$ cat config.mk
export PLATFORM = sky130hd
export DESIGN_NAME = align_w
export DESIGN_NICKNAME = d
export VERILOG_FILES = /design/src/hdl/st_pkg.sv /design/src/hdl/align_w.sv
export SDC_FILE = /design/constraint.sdc
export NUM_CORES = 1
export LEC_CHECK = 0
export BUFFER_PORTS_ARGS = -buffer_cell sky130_fd_sc_hd__buf_4
export CAP_MARGIN = 20
export CORE_ASPECT_RATIO = 1.75
export CORE_MARGIN = 10
export CORE_UTILIZATION = 43
export DETAILED_ROUTE_END_ITERATION = 10
export HOLD_SLACK_MARGIN = 0.12
export PLACE_DENSITY = 0.82
export SLEW_MARGIN = 10
export SYNTH_ARGS = -nofsm -noshare
export SYNTH_HDL_FRONTEND = slang
export SYNTH_SLANG_ARGS = --single-unit
$ cat constraint.sdc
create_clock -name i_clk -period 0.9 [get_ports i_clk]
set_input_delay 0.135 -clock i_clk [delete_from_list [all_inputs] [get_ports i_clk]]
set_output_delay 0.135 -clock i_clk [all_outputs]
set_load 0.005 [all_outputs]
$ cat src/hdl/st_pkg.sv
// store path package
// access size encoding, width defaults and the payload structs between stages

package st_pkg;

   // ~~~~~~~~~~~~~~~~~~~~
   // width defaults
   // ~~~~~~~~~~~~~~~~~~~~
   localparam int ST_P_DW_BYTES  = 3;                    // log2 core word bytes, 64-bit
   localparam int MEM_P_DW_BYTES = 4;                    // log2 memory line bytes, 128-bit
   localparam int MEM_AW         = 10;                   // byte address width

   localparam int ST_BYTES  = 1 << ST_P_DW_BYTES;        // 8
   localparam int MEM_BYTES = 1 << MEM_P_DW_BYTES;       // 16
   localparam int LN_IW     = MEM_AW - MEM_P_DW_BYTES;   // line index bits

   // ~~~~~~~~~~~~~~~~~~~~
   // access size
   // ~~~~~~~~~~~~~~~~~~~~
   typedef enum logic [1:0]
   {
      SZ_B = 2'd0,   // 1 byte
      SZ_H = 2'd1,   // 2 bytes
      SZ_W = 2'd2,   // 4 bytes
      SZ_D = 2'd3    // 8 bytes
   } st_size_t;

   // ~~~~~~~~~~~~~~~~~~~~
   // stage payloads
   // ~~~~~~~~~~~~~~~~~~~~

   // request from the core's memory stage
   typedef struct packed
   {
      logic [MEM_AW-1:0]      addr;
      st_size_t               size;
      logic [ST_BYTES*8-1:0]  data;   // register data, low bytes valid
   } st_req_t;

   // formatted core word, stage 1 to stage 2
   typedef struct packed
   {
      logic [MEM_AW-1:0]      addr;
      logic [ST_BYTES-1:0]    be;
      logic [ST_BYTES*8-1:0]  dat;    // replicated store data
   } st_word_t;

   // memory line, stage 2 to stage 3
   typedef struct packed
   {
      logic [LN_IW-1:0]       idx;
      logic [MEM_BYTES-1:0]   be;
      logic [MEM_BYTES*8-1:0] dat;
   } st_line_t;

endpackage

$ cat src/hdl/align_w.sv
// width alignment stage
// steers the core word and enables into the memory line lane picked by address
`timescale 1ns/1ps

module align_w import st_pkg::*;
#(
   parameter int IN_P_DW_BYTES  = st_pkg::MEM_P_DW_BYTES,   // memory side
   parameter int OUT_P_DW_BYTES = st_pkg::ST_P_DW_BYTES,    // core side
   parameter int IN_AW          = st_pkg::MEM_AW
)
(
   input  logic      i_clk,
   input  logic      i_rst,
   input  logic      i_wd_valid,
   input  st_word_t  i_wd,
   output logic      o_ln_valid,
   output st_line_t  o_ln
);

   localparam int IN_BYTES  = 1 << IN_P_DW_BYTES;
   localparam int OUT_BYTES = 1 << OUT_P_DW_BYTES;

   logic [OUT_BYTES*8-1:0]   core_dat;
   logic [OUT_BYTES-1:0]     core_be;
   logic [IN_AW-1:0]         addr;
   logic [IN_BYTES*8-1:0]    ln_dat;   // steered line data
   logic [IN_BYTES-1:0]      ln_be;

   assign core_dat = i_wd.dat;
   assign core_be  = i_wd.be;
   assign addr     = i_wd.addr;

   // ~~~~~~~~~~~~~~~~~~~~
   // lane steering
   // ~~~~~~~~~~~~~~~~~~~~
   generate
      if (OUT_P_DW_BYTES == IN_P_DW_BYTES)
      begin : gen_eq
         assign ln_be  = core_be;        // straight through
         assign ln_dat = core_dat;
      end
      else if (OUT_P_DW_BYTES < IN_P_DW_BYTES)
      begin : gen_narrow
         localparam int WIN_NUM   = IN_BYTES / OUT_BYTES;
         localparam int WIN_P_NUM = IN_P_DW_BYTES - OUT_P_DW_BYTES;

         // word copied into every lane, enables only in the addressed one
         for (genvar i = 0; i < WIN_NUM; i++)
         begin : gen_lane
            assign ln_be[i*OUT_BYTES +: OUT_BYTES] =
               {OUT_BYTES{addr[OUT_P_DW_BYTES +: WIN_P_NUM] == i}} & core_be;
            assign ln_dat[i*OUT_BYTES*8 +: OUT_BYTES*8] = core_dat;
         end
      end
      else
      begin : gen_wide
         localparam int WIN_NUM   = OUT_BYTES / IN_BYTES;
         localparam int WIN_P_NUM = OUT_P_DW_BYTES - IN_P_DW_BYTES;

         logic [IN_BYTES*8-1:0] dat_win [WIN_NUM];
         logic [IN_BYTES-1:0]   be_win  [WIN_NUM];

         // cut the core word into line sized windows
         for (genvar i = 0; i < WIN_NUM; i++)
         begin : gen_win
            assign dat_win[i] = core_dat[i*IN_BYTES*8 +: IN_BYTES*8];
            assign be_win[i]  = core_be[i*IN_BYTES +: IN_BYTES];
         end

         // address names the window
         assign ln_be  = be_win[addr[IN_P_DW_BYTES +: WIN_P_NUM]];
         assign ln_dat = dat_win[addr[IN_P_DW_BYTES +: WIN_P_NUM]];
      end
   endgenerate

   // ~~~~~~~~~~~~~~~~~~~~
   // stage register
   // ~~~~~~~~~~~~~~~~~~~~
   always_ff @(posedge i_clk)
   begin
      if (i_rst)
      begin
         o_ln_valid <= 1'b0;
      end
      else
      begin
         o_ln_valid <= i_wd_valid;
      end
   end

   always_ff @(posedge i_clk)
   begin
      if (i_wd_valid)
      begin
         o_ln.idx <= addr[IN_AW-1:IN_P_DW_BYTES];   // address above the line offset
         o_ln.be  <= ln_be;
         o_ln.dat <= ln_dat;
      end
   end

endmodule

==> out/results.txt <==
unrepaired setup endpoints after global routing = true
Detailed Routing Iterations Pass 1 = 4
total number of vias = 2342
die height = 134 um
clock power share = 32.9%
most frequent cells in the layout = buf_6, buf_4, edfxtp_1, dlygate4sd3_1, clkbuf_16
WP data arrival = 950 ps
pre-CTS WS = 90.4 ps
failing checks = negative setup slack
critical-path cell list = buf_6
WL/cell = 24.4 um
worst hold-check path type = primary input to register
required time of the worst setup path = 760 ps
Critical Path Sink Type = output port
post-synthesis sequential area ratio = 81.1%
Sequential Power Share = 48.5%
layout cells sized above 1 = 57.3%
syn nets = 254
CTS root buffer = clkbuf_16
min Tclk post-route = 1090 ps
Comb pwr share = 18.6%
initial antenna violation count = 2
Slew Limit Fails = 0
Sw Share = 21.2%
PortBufs = 232
WS Path Type = register to output port
number of global-route vias before repair = 2602
Lkg Pwr = 2.67 nW
number of filler cells placed in the layout = 332
post-route setup slack = -190 ps
CTS tree = done
Bufs and invs on worst path = 1
Area Growth Syn to Fin = 92.2%
Psw = 2.22 mW
Clock Sinks = 87
Max Cap Viol = 0
routability-driven placement congestion ratio = 0.834
Overflow after GRT = 0
run status = finished, violations left
final non-filler cell area = 0.00617 sq mm
Slew @ Worst Pin = 196 ps
total CTS buffers = 9
final WL = 12700 um
fin crit share = 121%
Die ar. = 0.0115 sq mm
std cell rows = 41
Int Pwr = 8.28 mW
Ys Warns = 0
total power = 10.5 mW
core area = 0.00723 sq mm
Max Root-Sink Buffers = 2
Post-Syn Area = 0.00321 sq mm
Worst path slowest cell = edfxtp_1
worst vdd ir = 1400 uV
most common cell after layout, fill and taps aside = buf_6
total track usage = 20.1%
fin nets = 514
first-pass GRT wire length = 16900 um
f_max = 0.918 GHz
crit-path leading delay family = flip-flops
Die W = 85.3 um
Syn Inst Count = 169
Final Hold Vio Count = 0
library cells used by synthesis = 7
crit start category = register
postcts setup bufs = 0
Top Ports = 236
Syn Area/Cell = 19.0 sq um
crit-path max cell delay = 470 ps
Starting DRT DRC Count = 118
pwr/cell area = 1700 mW/mm^2
max_slew headroom = 87.0%
# setup viols final = 151
H-tree Lvls = 3
largest net degree at the start of global routing = 35
drt drc = 0
dpl cell area = 0.00463 sq mm
Initial Utilization = 44.4%
ANT nets after route = 0
flop and latch count out of synthesis = 87
DR vias/cell = 4.51
CP Max Fanout = 2
CTS clk-pin slew, worst paths = 60 ps
[per-layer routing]
layer	up-vias	share of wire, %	global-route usage (%)	wire length (um)
met5	-	0	0	0
met4	0	2.3	8.46	290
met3	17	6.7	7.16	849
met2	118	60	38.9	7660
met1	1153	31	17.6	3890
li1	1054	-	-	-
[stage by stage]
step                      util, %  TNS, ps  hold slack [ps]  std cells
after floorplan                 -        0              207        169
after global placement       64.0        0              291        425
after detailed placement     64.0        0              295        425
after CTS                    82.0   -19150              176        517
after global routing         85.3   -23590              198        519
final                        85.3   -19540              192        519
[kinds of logic (layout without fill, tap and decap cells)]
kind of cell           count (synthesis)  in the layout  share of synthesized area (%)
and+or+nand+nor                       17             17                           3.55
other                                  0              2                              0
DFF                                   87             87                           81.1
buffers and inverters                 65            327                           15.3
[cells in the mapped netlist, drive strengths merged]
cell type / count / area share (%)
and2: 8 / 1.6
and2b: 6 / 1.4
buf: 65 / 15
dfxtp: 1 / 0.62
edfxtp: 86 / 80
nor2b: 3 / 0.59
[power by group through the flow]
| stage | logic (mW) | clock network [mW] | registers (mW) |
|---|---|---|---|
| floorplan | 0.373 | 0 | 5.07 |
| global placement | 1.34 | 0 | 5.05 |
| detailed placement | 1.38 | 0 | 5.06 |
| CTS | 1.81 | 3.50 | 5.03 |
| global route | 2.05 | 3.68 | 5.12 |
| finish | 1.96 | 3.45 | 5.09 |
[registers in the layout, indices dropped and copies added (netlist names)]
name and count:
o_ln 86, o_ln_valid 1
[repair_timing]
action                                 4_1_cts  5_1_grt
endpoints found under the hold margin       87        0
gates cloned                                 0        0
resized for setup                           66       62
hold buffers                                79        0
setup endpoints to repair                  151      151
[path summary, 6_finish.rpt]
kind	startpoint	end	slack (ps)	cells after the start
max	o_ln[123]$_DFFE_PP_	o_ln[123]	-190	1
min	i_wd[75]	o_ln[134]$_DFFE_PP_	190	2
[layout make-up]
class / instances / area [sq um] / share of cell area [%]
Timing Repair Buffer: 314 / 3070 / 49.8
Sequential cell: 87 / 2600 / 42.2
Clock buffer: 11 / 233 / 3.77
Multi-Input combinational cell: 17 / 114 / 1.85
Tap cell: 86 / 108 / 1.74
Clock inverter: 2 / 35.0 / 0.568
Antenna cell: 2 / 5.00 / 0.0812
Power figures use the tool's default switching activity.
