<file path="src/hdl/st_pkg.sv">
// store path package
// access size encoding, width defaults and the payload structs between stages

package st_pkg;

   // ~~~~~~~~~~~~~~~~~~~~
   // width defaults
   // ~~~~~~~~~~~~~~~~~~~~
   localparam int ST_P_DW_BYTES  = 3;                    // log2 core word bytes, 64-bit
   localparam int MEM_P_DW_BYTES = 4;                    // log2 memory line bytes, 128-bit
   localparam int MEM_AW         = 10;                   // byte address width

   localparam int ST_BYTES  = 1 << ST_P_DW_BYTES;        // 8
   localparam int MEM_BYTES = 1 << MEM_P_DW_BYTES;       // 16
   localparam int LN_IW     = MEM_AW - MEM_P_DW_BYTES;   // line index bits

   // ~~~~~~~~~~~~~~~~~~~~
   // access size
   // ~~~~~~~~~~~~~~~~~~~~
   typedef enum logic [1:0]
   {
      SZ_B = 2'd0,   // 1 byte
      SZ_H = 2'd1,   // 2 bytes
      SZ_W = 2'd2,   // 4 bytes
      SZ_D = 2'd3    // 8 bytes
   } st_size_t;

   // ~~~~~~~~~~~~~~~~~~~~
   // stage payloads
   // ~~~~~~~~~~~~~~~~~~~~

   // request from the core's memory stage
   typedef struct packed
   {
      logic [MEM_AW-1:0]      addr;
      st_size_t               size;
      logic [ST_BYTES*8-1:0]  data;   // register data, low bytes valid
   } st_req_t;

   // formatted core word, stage 1 to stage 2
   typedef struct packed
   {
      logic [MEM_AW-1:0]      addr;
      logic [ST_BYTES-1:0]    be;
      logic [ST_BYTES*8-1:0]  dat;    // replicated store data
   } st_word_t;

   // memory line, stage 2 to stage 3
   typedef struct packed
   {
      logic [LN_IW-1:0]       idx;
      logic [MEM_BYTES-1:0]   be;
      logic [MEM_BYTES*8-1:0] dat;
   } st_line_t;

endpackage

</file>
<file path="src/hdl/store_fmt.sv">
// store formatting stage
// checks alignment, builds byte enables and replicates store data in the core word
`timescale 1ns/1ps

module store_fmt import st_pkg::*;
#(
   parameter int MEM_AW = st_pkg::MEM_AW
)
(
   input  logic      i_clk,
   input  logic      i_rst,
   input  logic      i_st_valid,
   input  st_req_t   i_st_req,
   output logic      o_wd_valid,
   output st_word_t  o_wd,
   output logic      o_st_err
);

   logic [MEM_AW-1:0]         addr;
   logic [ST_P_DW_BYTES-1:0]  off;     // byte offset in the core word
   logic [ST_BYTES-1:0]       run;     // unshifted enable run
   logic [ST_BYTES-1:0]       be;
   logic [ST_BYTES*8-1:0]     rep;     // replicated data
   logic                      mis;     // misaligned

   assign addr = i_st_req.addr;
   assign off  = addr[ST_P_DW_BYTES-1:0];

   // ~~~~~~~~~~~~~~~~~~~~
   // size decode
   // ~~~~~~~~~~~~~~~~~~~~
   always_comb
   begin
      case (i_st_req.size)
         SZ_B:
         begin
            run = 8'h01;
            rep = {8{i_st_req.data[7:0]}};
            mis = 1'b0;                      // bytes never misalign
         end
         SZ_H:
         begin
            run = 8'h03;
            rep = {4{i_st_req.data[15:0]}};
            mis = off[0];
         end
         SZ_W:
         begin
            run = 8'h0f;
            rep = {2{i_st_req.data[31:0]}};
            mis = |off[1:0];
         end
         default:
         begin
            run = 8'hff;                     // full doubleword
            rep = i_st_req.data;
            mis = |off;
         end
      endcase
   end

   assign be = run << off;                  // run lands on the addressed bytes

   // ~~~~~~~~~~~~~~~~~~~~
   // stage register
   // ~~~~~~~~~~~~~~~~~~~~
   always_ff @(posedge i_clk)
   begin
      if (i_rst)
      begin
         o_wd_valid <= 1'b0;
         o_st_err   <= 1'b0;
      end
      else
      begin
         o_wd_valid <= i_st_valid & ~mis;   // misaligned store dropped here
         o_st_err   <= i_st_valid & mis;    // one cycle strobe
      end
   end

   // payload, loaded only on a good store
   always_ff @(posedge i_clk)
   begin
      if (i_st_valid && !mis)
      begin
         o_wd.addr <= addr;
         o_wd.be   <= be;
         o_wd.dat  <= rep;
      end
   end

endmodule

</file>
<file path="config.mk">
export PLATFORM = sky130hd
export DESIGN_NAME = store_fmt
export DESIGN_NICKNAME = d
export VERILOG_FILES = /design/src/hdl/st_pkg.sv /design/src/hdl/store_fmt.sv
export SDC_FILE = /design/constraint.sdc
export NUM_CORES = 1
export LEC_CHECK = 0
export BUFFER_PORTS_ARGS = -buffer_cell sky130_fd_sc_hd__buf_2
export CAP_MARGIN = 20
export CORE_MARGIN = 1.5
export CORE_UTILIZATION = 47
export CTS_CLUSTER_DIAMETER = 80
export CTS_CLUSTER_SIZE = 28
export DETAILED_ROUTE_END_ITERATION = 8
export PLACE_DENSITY = 0.81
export SYNTH_ARGS = -nofsm -noshare
export SYNTH_HDL_FRONTEND = slang
export SYNTH_SLANG_ARGS = --single-unit
</file>
<file path="constraint.sdc">
create_clock -name i_clk -period 3.2 [get_ports i_clk]
set_input_delay 0 -clock i_clk [delete_from_list [all_inputs] [get_ports i_clk]]
set_output_delay 0 -clock i_clk [all_outputs]
set_load 0.03 [all_outputs]
</file>
==> results of run 1 <==
==> what timing repair did <==
item | 4_1_cts | 5_1_grt
resized for setup | 0 | 0
hold buffers | 40 | 0
endpoints found under the hold margin | 39 | 0
==> report_power, final <==
group	leakage (nW)	internal, W	switching, W
logic	1.27	0.000192	0.000347
clock network	0.125	0.000526	0.000387
registers	0.782	0.00132	0.0000219
==> Yosys cell counts (2+ instances only) <==
master	number
o21ai_0	2
nor2_1	11
a211oi_1	9
dfxtp_1	2
a211oi_2	2
mux2i_1	24
mux2_2	24
and2_1	3
nor2b_1	6
a21oi_1	37
buf_8	2
nor3_1	4
buf_6	3
edfxtp_1	82
inv_1	10
nand2_1	2
buf_2	8
==> layout make-up <==
cell class                 count  share of cell area, %
multi-input combinational    135                   19.6
inverter                      10                  0.726
tap                          102                   2.47
clock buffer                   9                   2.39
timing repair buffer         205                   24.1
clock inverter                 7                   2.35
sequential                    84                   48.4
==> through the flow <==
step / instance area [um2] / hold slack, ns
2_1_floorplan: 3670 / 0.0761
3_3_place_gp: 4530 / 0.177
3_5_place_dp: 4530 / 0.178
4_1_cts: 5170 / 0.00270
5_1_grt: 5170 / 0.00767
6_report: 5170 / 0.0133
==> how the worst max path moves through the flow <==
stage | slack, ns | end | cells after the start | start
after floorplan | 0.27 | o_wd[0]$_DFFE_PP_ | 5 | i_st_req[65]
after global placement | 1.42 | o_wd[79]$_DFFE_PP_ | 5 | i_st_req[65]
after detailed placement | 1.38 | o_wd[78]$_DFFE_PP_ | 5 | i_st_req[65]
after global routing | 1.18 | o_wd[13]$_DFFE_PP_ | 6 | i_st_req[66]
after CTS | 1.31 | o_wd[40]$_DFFE_PP_ | 6 | i_st_req[66]
final | 1.27 | o_wd[56]$_DFFE_PP_ | 6 | i_st_req[66]
==> metal layers <==
| layer | vias up | share of wire (%) | wire (um) | global-route usage (%) |
|---|---|---|---|---|
| li1 | 1336 | - | - | - |
| met1 | 1291 | 42 | 3630 | 25.2 |
| met2 | 118 | 51 | 4350 | 34.8 |
| met3 | 9 | 5.7 | 484 | 3.94 |
| met4 | 0 | 0.94 | 80 | 6.64 |
| met5 | - | 0 | 0 | 0 |
==> kinds of logic after synthesis <==
kind of cell           Yosys count  share of synthesized area (%)
DFF                             84                           68.2
buffers and inverters           26                           4.26
AOI/OAI and AO/OA               56                           9.14
and+or+nand+nor                 31                           4.50
muxes                           48                           13.9
==> flip-flops by register name, summed over array words and instances, names as in the netlist <==
register / cells
o_wd: 82
o_wd_valid: 1
o_st_err: 1
==> tab_implementation.tex, run 1 <==
\begin{tabular}{lr}
\hline
Metric & Value \\
\hline
\multicolumn{2}{l}{\textbf{Status}} \\
\quad Outcome & complete, no violations \\
\multicolumn{2}{l}{\textbf{Setup path}} \\
\quad Master of the slowest instance on the critical path & dlygate4sd3\_1 \\
\quad Largest delay contributor family on the critical path & buffers and inverters \\
\quad Sequence of cells on the critical path & dlygate4sd3\_1 > buf\_2 > o21ai\_1 > o21a\_1 > and2\_4 > buf\_12 \\
\quad WS Path Type & in2reg \\
\quad Worst Setup Start Kind & primary input \\
\quad Nature of the critical path endpoint & register \\
\quad CP Max Fanout & 49 \\
\quad CP bufs+invs & 3 \\
\quad WP data arrival & between 1.5 and 2 ns \\
\quad Required time of the worst setup path & roughly 3.2 ns \\
\quad Largest stage delay on the critical path & 0.54 ns \\
\multicolumn{2}{l}{\textbf{Drt}} \\
\quad Final antenna-violating net count & 0 \\
\quad DRC errors left & 0 \\
\quad Avg Vias per Cell & 4.99 \\
\quad First-pass iteration count of the detailed router & 4 \\
\quad DR vias & 2754 \\
\quad Initial detailed-routing violation count & 127 \\
\quad Final routed wirelength across all metal layers & 8540 um \\
\quad Wirelength per Cell & 15.5 um \\
\multicolumn{2}{l}{\textbf{Floorplanning}} \\
\quad Initial core utilization & between 40\% and 50\% \\
\quad Width of the chip & approximately 90 um \\
\quad Vert. Die Dim & 91.4 um \\
\quad Ports placed on the boundary & 163 \\
\quad Core Footprint & about 7600 um2 \\
\quad Row count & 32 \\
\quad Die Footprint & 8350 um2 \\
\multicolumn{2}{l}{\textbf{Finish}} \\
\quad Post-route non-filler standard cell count & between 500 and 600 \\
\quad Number of filler cells placed in the layout & 560 \\
\quad Final Util & between 60 and 70\% \\
\quad Antenna diode count & 0 \\
\quad Layout overhead on the synthesized area & 40.9\% \\
\quad Leading cell type in the layout, fill and taps excluded & buf\_2 \\
\quad Share of post-route cells with drive strength above 1 & $\sim$47\% \\
\quad Total area of multi-input combinational cells & 1010 um2 \\
\quad Leading cell types in the layout, fill and taps excluded & 162 x buf\_2, 82 x edfxtp\_1, 40 x dlygate4sd3\_1 \\
\quad Total Nets Final & 524 \\
\quad Area taken by flip-flops and latches & 2500 um2 \\
\multicolumn{2}{l}{\textbf{Clock network}} \\
\quad TritonCTS clock tree & built \\
\quad Total clock sinks & 84 \\
\quad Clock buffer depth & 2 \\
\quad Total CTS buffers & 9 \\
\quad Maximum level of the CTS H-tree & 3 \\
\quad Clock Tree Root & clkbuf\_8 \\
\quad Clock transition at the registers of the reported paths & approximately 0.090 ns \\
\quad Post CTS Setup Buffer Count & 0 \\
\multicolumn{2}{l}{\textbf{Synthesis}} \\
\quad Yosys warning count & 0 \\
\quad Syn avg cell area & between 10 and 15 um2 \\
\quad Fraction of synthesized cell area taken by the top area cell type & 67.1\% \\
\quad Post-synthesis cell type count & 31 \\
\quad Count of mapped cells out of synthesis & 245 \\
\quad Mapped cell area & 3670 um2 \\
\quad Largest area contributor in the synthesized netlist & edfxtp\_1 \\
\quad Share of synthesized flip-flops with an asynchronous set or reset & 0\% \\
\quad Number of enable-type register cells in the synthesized netlist & 82 \\
\quad Synth Flop Type & edfxtp\_1 \\
\quad Register bit total from synthesis & 84 \\
\quad Syn Nets & 324 \\
\quad Cell types with the largest area share after synthesis & edfxtp\_1 67\%, mux2\_2 7.4\%, mux2i\_1 6.5\% \\
\quad Proportion of synthesized chip area in sequential cells & 68.2\% \\
\multicolumn{2}{l}{\textbf{Timing}} \\
\quad Final count of hold timing violations & 0 \\
\quad Setup\_tns & 0 ns \\
\quad Highest achievable clock rate & between 0.5 and 0.6 GHz \\
\quad Final setup violation count & 0 \\
\quad Minimum setup slack in the final design & 1.27 ns \\
\quad Min cycle time layout & 1.93 ns \\
\quad Number of max-slew violations in the final report & 0 \\
\quad Unrepaired setup endpoints after global routing & no \\
\quad Post-route fraction of the period consumed by the critical path & 60.2\% \\
\quad Worst max-slew margin expressed relative to the limit & between 50\% and 60\% \\
\quad Least-Margin Pin Slew & 0.649 ns \\
\multicolumn{2}{l}{\textbf{Placed design}} \\
\quad Worst setup slack before clock tree synthesis & 1.38 ns \\
\quad Input/output buffers & 162 \\
\quad Routability Congestion & about 0.78 \\
\quad Half-perimeter wire length after placement & 5460 um \\
\quad DP Cell Count & just under 500 \\
\multicolumn{2}{l}{\textbf{Power}} \\
\quad Leakage power summed over all cells & around 2.2 nW \\
\quad Pwr dens & 539 nW/um2 \\
\quad Peak ir drop on the vdd network & 276 uV \\
\quad Total design power & 0.00279 W \\
\multicolumn{2}{l}{\textbf{Job}} \\
\quad Maximum Capacitance Violations & 0 \\
\multicolumn{2}{l}{\textbf{Worst hold path}} \\
\quad Hold wc startpoint & i\_st\_req[31] \\
\quad Worst hold path stage count & 3 \\
\quad Path type of the worst min-delay path & in2reg \\
\quad Worst hold endpoint & o\_wd[31]\$\_DFFE\_PP\_ \\
\multicolumn{2}{l}{\textbf{Global route}} \\
\quad Aggregate global-route resource usage & 20.1\% \\
\quad Maximum number of pins on one net before global-route repair & 50 \\
\quad Remaining global-route overflow & 0 \\
\quad Wire length of the first global-routing pass & 12900 um \\
\quad Number of antenna violations at the first check in global routing & 0 \\
\quad Number of global-route vias before repair & about 2600 \\
\hline
\end{tabular}
Power figures use the tool's default switching activity.
==> run 2, diff against run 1 <==
==> constraint.sdc (replaced) <==
create_clock -name i_clk -period 2 [get_ports i_clk]
set_input_delay 0 -clock i_clk [delete_from_list [all_inputs] [get_ports i_clk]]
set_output_delay 0 -clock i_clk [all_outputs]
set_load 0.03 [all_outputs]
==> run 2 against run 1 <==
Net effect: worst hold slack lost 0.0098 ns; sequential cell count is the same; die area is the same; clock power grew 27%; via count grew 3.2%; worst setup slack lost 0.97 ns; global-route usage grew 1.5 points; first-iteration DRC count shrank 40%; critical path type unchanged; largest cell class unchanged.
==> tab_implementation.tex, run 2 (same netlist as run 1, synthesis figures left out) <==
\begin{tabular}{lr}
\hline
Metric & Value \\
\hline
\multicolumn{2}{l}{\textbf{Status}} \\
\quad Outcome & complete, no violations (unchanged) \\
\multicolumn{2}{l}{\textbf{Placed design}} \\
\quad DP Cell Count & 497 (was 496) \\
\quad Half-perimeter wire length after placement & 5720 um (was 5460 um) \\
\quad Input/output buffers & 162 (unchanged) \\
\quad Routability Congestion & 0.807 (was 0.780) \\
\multicolumn{2}{l}{\textbf{Clock network}} \\
\quad Post-CTS Resized & 0 (unchanged) \\
\quad Clock transition at the registers of the reported paths & 0.10 ns (was 0.09 ns) \\
\quad Maximum level of the CTS H-tree & 3 (unchanged) \\
\quad Total CTS buffers & 9 (unchanged) \\
\quad TritonCTS clock tree & built (unchanged) \\
\quad Clock buffer depth & 2 (unchanged) \\
\quad Clock Tree Root & clkbuf\_8 (unchanged) \\
\quad Total clock sinks & 84 (unchanged) \\
\multicolumn{2}{l}{\textbf{Power}} \\
\quad Clock share of power & 27.6\% (was 32.7\%) \\
\quad Peak ir drop on the vdd network & 486 uV (was 276 uV) \\
\quad Share of power burned in registers & 51.2\% (was 48.0\%) \\
\quad Comb power frac & 21.2\% (was 19.3\%) \\
\quad Switching Share & 30.3\% (was 27.1\%) \\
\quad Pwr dens & 802 nW/um2 (was 539 nW/um2) \\
\quad Leakage power summed over all cells & 2.20 nW (was 2.18 nW) \\
\quad NetSw & 0.00127 W (was 0.000756 W) \\
\quad Internal power contribution & 0.00292 W (was 0.00203 W) \\
\multicolumn{2}{l}{\textbf{Timing}} \\
\quad Post-route fraction of the period consumed by the critical path & 84.8\% \\
\quad Setup\_tns & 0 ns (unchanged) \\
\quad Worst max-slew margin expressed relative to the limit & 67.9\% (was 56.8\%) \\
\quad Highest achievable clock rate & 0.589 GHz \\
\quad Final setup violation count & 0 (unchanged) \\
\quad Number of max-slew violations in the final report & 0 (unchanged) \\
\quad Min cycle time layout & 1.70 ns \\
\quad Hold\_ws & 0.00345 ns (was 0.0133 ns) \\
\quad Least-Margin Pin Slew & 0.479 ns (was 0.649 ns) \\
\quad Final count of hold timing violations & 0 (unchanged) \\
\quad Unrepaired setup endpoints after global routing & no (unchanged) \\
\multicolumn{2}{l}{\textbf{Setup path}} \\
\quad WS Path Type & in2reg (unchanged) \\
\quad Largest stage delay on the critical path & 0.54 ns (about the same) \\
\quad Largest delay contributor family on the critical path & buffers and inverters (unchanged) \\
\quad CP bufs+invs & 3 (unchanged) \\
\quad CP Max Fanout & 34 (was 49) \\
\quad Required time of the worst setup path & 2.01 ns (was 3.21 ns) \\
\quad Worst Setup Start Kind & primary input (unchanged) \\
\quad WP data arrival & 1.71 ns (was 1.94 ns) \\
\quad Nature of the critical path endpoint & register (unchanged) \\
\quad Sequence of cells on the critical path & dlygate4sd3\_1 > buf\_2 > o21ai\_1 > o21a\_1 > and2\_4 > buf\_4 (was dlygate4sd3\_1 > buf\_2 > o21ai\_1 > o21a\_1 > and2\_4 > buf\_12) \\
\quad Master of the slowest instance on the critical path & dlygate4sd3\_1 (unchanged) \\
\multicolumn{2}{l}{\textbf{Drt}} \\
\quad Initial detailed-routing violation count & 76 (was 127) \\
\quad Wirelength per Cell & 15.9 um (was 15.5 um) \\
\quad First-pass iteration count of the detailed router & 4 (unchanged) \\
\quad Avg Vias per Cell & 5.07 (was 4.99) \\
\quad Final routed wirelength across all metal layers & 8910 um (was 8540 um) \\
\quad DR vias & 2841 (was 2754) \\
\quad DRC errors left & 0 (unchanged) \\
\quad Final antenna-violating net count & 0 (unchanged) \\
\multicolumn{2}{l}{\textbf{Finish}} \\
\quad Antenna diode count & 0 (unchanged) \\
\quad Regs by FF count & o\_wd (82), o\_st\_err (1), o\_wd\_valid (1) (unchanged) \\
\quad Number of flip-flops in the largest register & 82 (unchanged) \\
\quad Register name with the most flops & o\_wd (unchanged) \\
\quad Leading cell types in the layout, fill and taps excluded & 162 x buf\_2, 82 x edfxtp\_1, 47 x dlygate4sd3\_1 (was 162 x buf\_2, 82 x edfxtp\_1, 40 x dlygate4sd3\_1) \\
\quad Post-route non-filler standard cell count & 560 (was 552) \\
\quad Leading cell type in the layout, fill and taps excluded & buf\_2 (unchanged) \\
\quad Layout overhead on the synthesized area & 42.2\% (was 40.9\%) \\
\quad Area taken by flip-flops and latches & 2500 um2 (unchanged) \\
\quad Total area of multi-input combinational cells & 1010 um2 (unchanged) \\
\quad Share of post-route cells with drive strength above 1 & 46.3\% (was 46.9\%) \\
\quad Number of filler cells placed in the layout & 551 (was 560) \\
\quad Total Nets Final & 532 (was 524) \\
\multicolumn{2}{l}{\textbf{Floorplanning}} \\
\quad Initial core utilization & 48.0\% (unchanged) \\
\quad Vert. Die Dim & 91.4 um (unchanged) \\
\quad Ports placed on the boundary & 163 (unchanged) \\
\quad Width of the chip & 91.4 um (unchanged) \\
\quad Core Footprint & 7650 um2 (unchanged) \\
\quad Die Footprint & 8350 um2 (unchanged) \\
\quad Row count & 32 (unchanged) \\
\multicolumn{2}{l}{\textbf{Global route}} \\
\quad Aggregate global-route resource usage & 21.6\% (was 20.1\%) \\
\quad Number of global-route vias before repair & 2757 (was 2629) \\
\quad Remaining global-route overflow & 0 (unchanged) \\
\quad Number of antenna violations at the first check in global routing & 0 (unchanged) \\
\quad Maximum number of pins on one net before global-route repair & 58 (was 50) \\
\quad Wire length of the first global-routing pass & 13500 um (was 12900 um) \\
\multicolumn{2}{l}{\textbf{Worst hold path}} \\
\quad Path type of the worst min-delay path & in2reg (unchanged) \\
\multicolumn{2}{l}{\textbf{Job}} \\
\quad Maximum Capacitance Violations & 0 (unchanged) \\
\hline
\end{tabular}
## run 2: cell types whose count changed in the layout (fill, tap and decap cells not counted), sizes merged
cell and delta:
inv +2, clkinv +1, bufinv -3, dlygate4sd3 +7, buf +1
## run 2: worst paths after layout
check	start	to	slack, ns	cells after the start
worst min-delay path	i_st_req[25]	o_wd[25]$_DFFE_PP_	0.003	3
worst max-delay path	i_st_req[66]	o_wd[51]$_DFFE_PP_	0.30	6
## run 2: layout make-up
class                   instances  area share [%]
flip-flops and latches         84            47.9
multi-input cells             135            19.4
inverters                      10           0.719
repair buffers                213            25.8
clock buffers                   9            2.37
well taps                     102            2.44
clock inverters                 7            1.27
## run 2: per-layer routing
| layer | track usage (%) | vias to the layer above | routed length (um) |
|---|---|---|---|
| li1 | - | 1350 | - |
| met1 | 25.6 | 1338 | 3610 |
| met2 | 36.1 | 127 | 4460 |
| met3 | 5.19 | 26 | 551 |
| met4 | 11.8 | 0 | 286 |
| met5 | 0 | - | 0 |
## run 2: through the flow
step / area, um2 / worst slack [ns] / util (%) / power (W)
2_1_floorplan: 3670 / 0.391 / - / 0.00272
4_1_cts: 5220 / 0.344 / 68.3 / 0.00421
6_report: 5220 / 0.303 / 68.3 / 0.00419
3_5_place_dp: 4560 / 0.508 / 59.6 / 0.00299
5_1_grt: 5220 / 0.198 / 68.3 / 0.00432
3_3_place_gp: 4560 / 0.587 / 59.6 / 0.00297
## run 2: power groups by stage
stage                     sequential (W)  clock, W  combinational, W
after floorplan                  0.00248         0          0.000236
after detailed placement         0.00218         0          0.000812
after global placement           0.00218         0          0.000794
final                            0.00214   0.00116          0.000886
after CTS                        0.00214   0.00118          0.000882
after global routing             0.00216   0.00123          0.000940
## run 2: repair_timing
item / CTS / global route
buffers inserted: 0 / 0
hold buffers: 47 / 0
hold endpoints to repair: 46 / 0
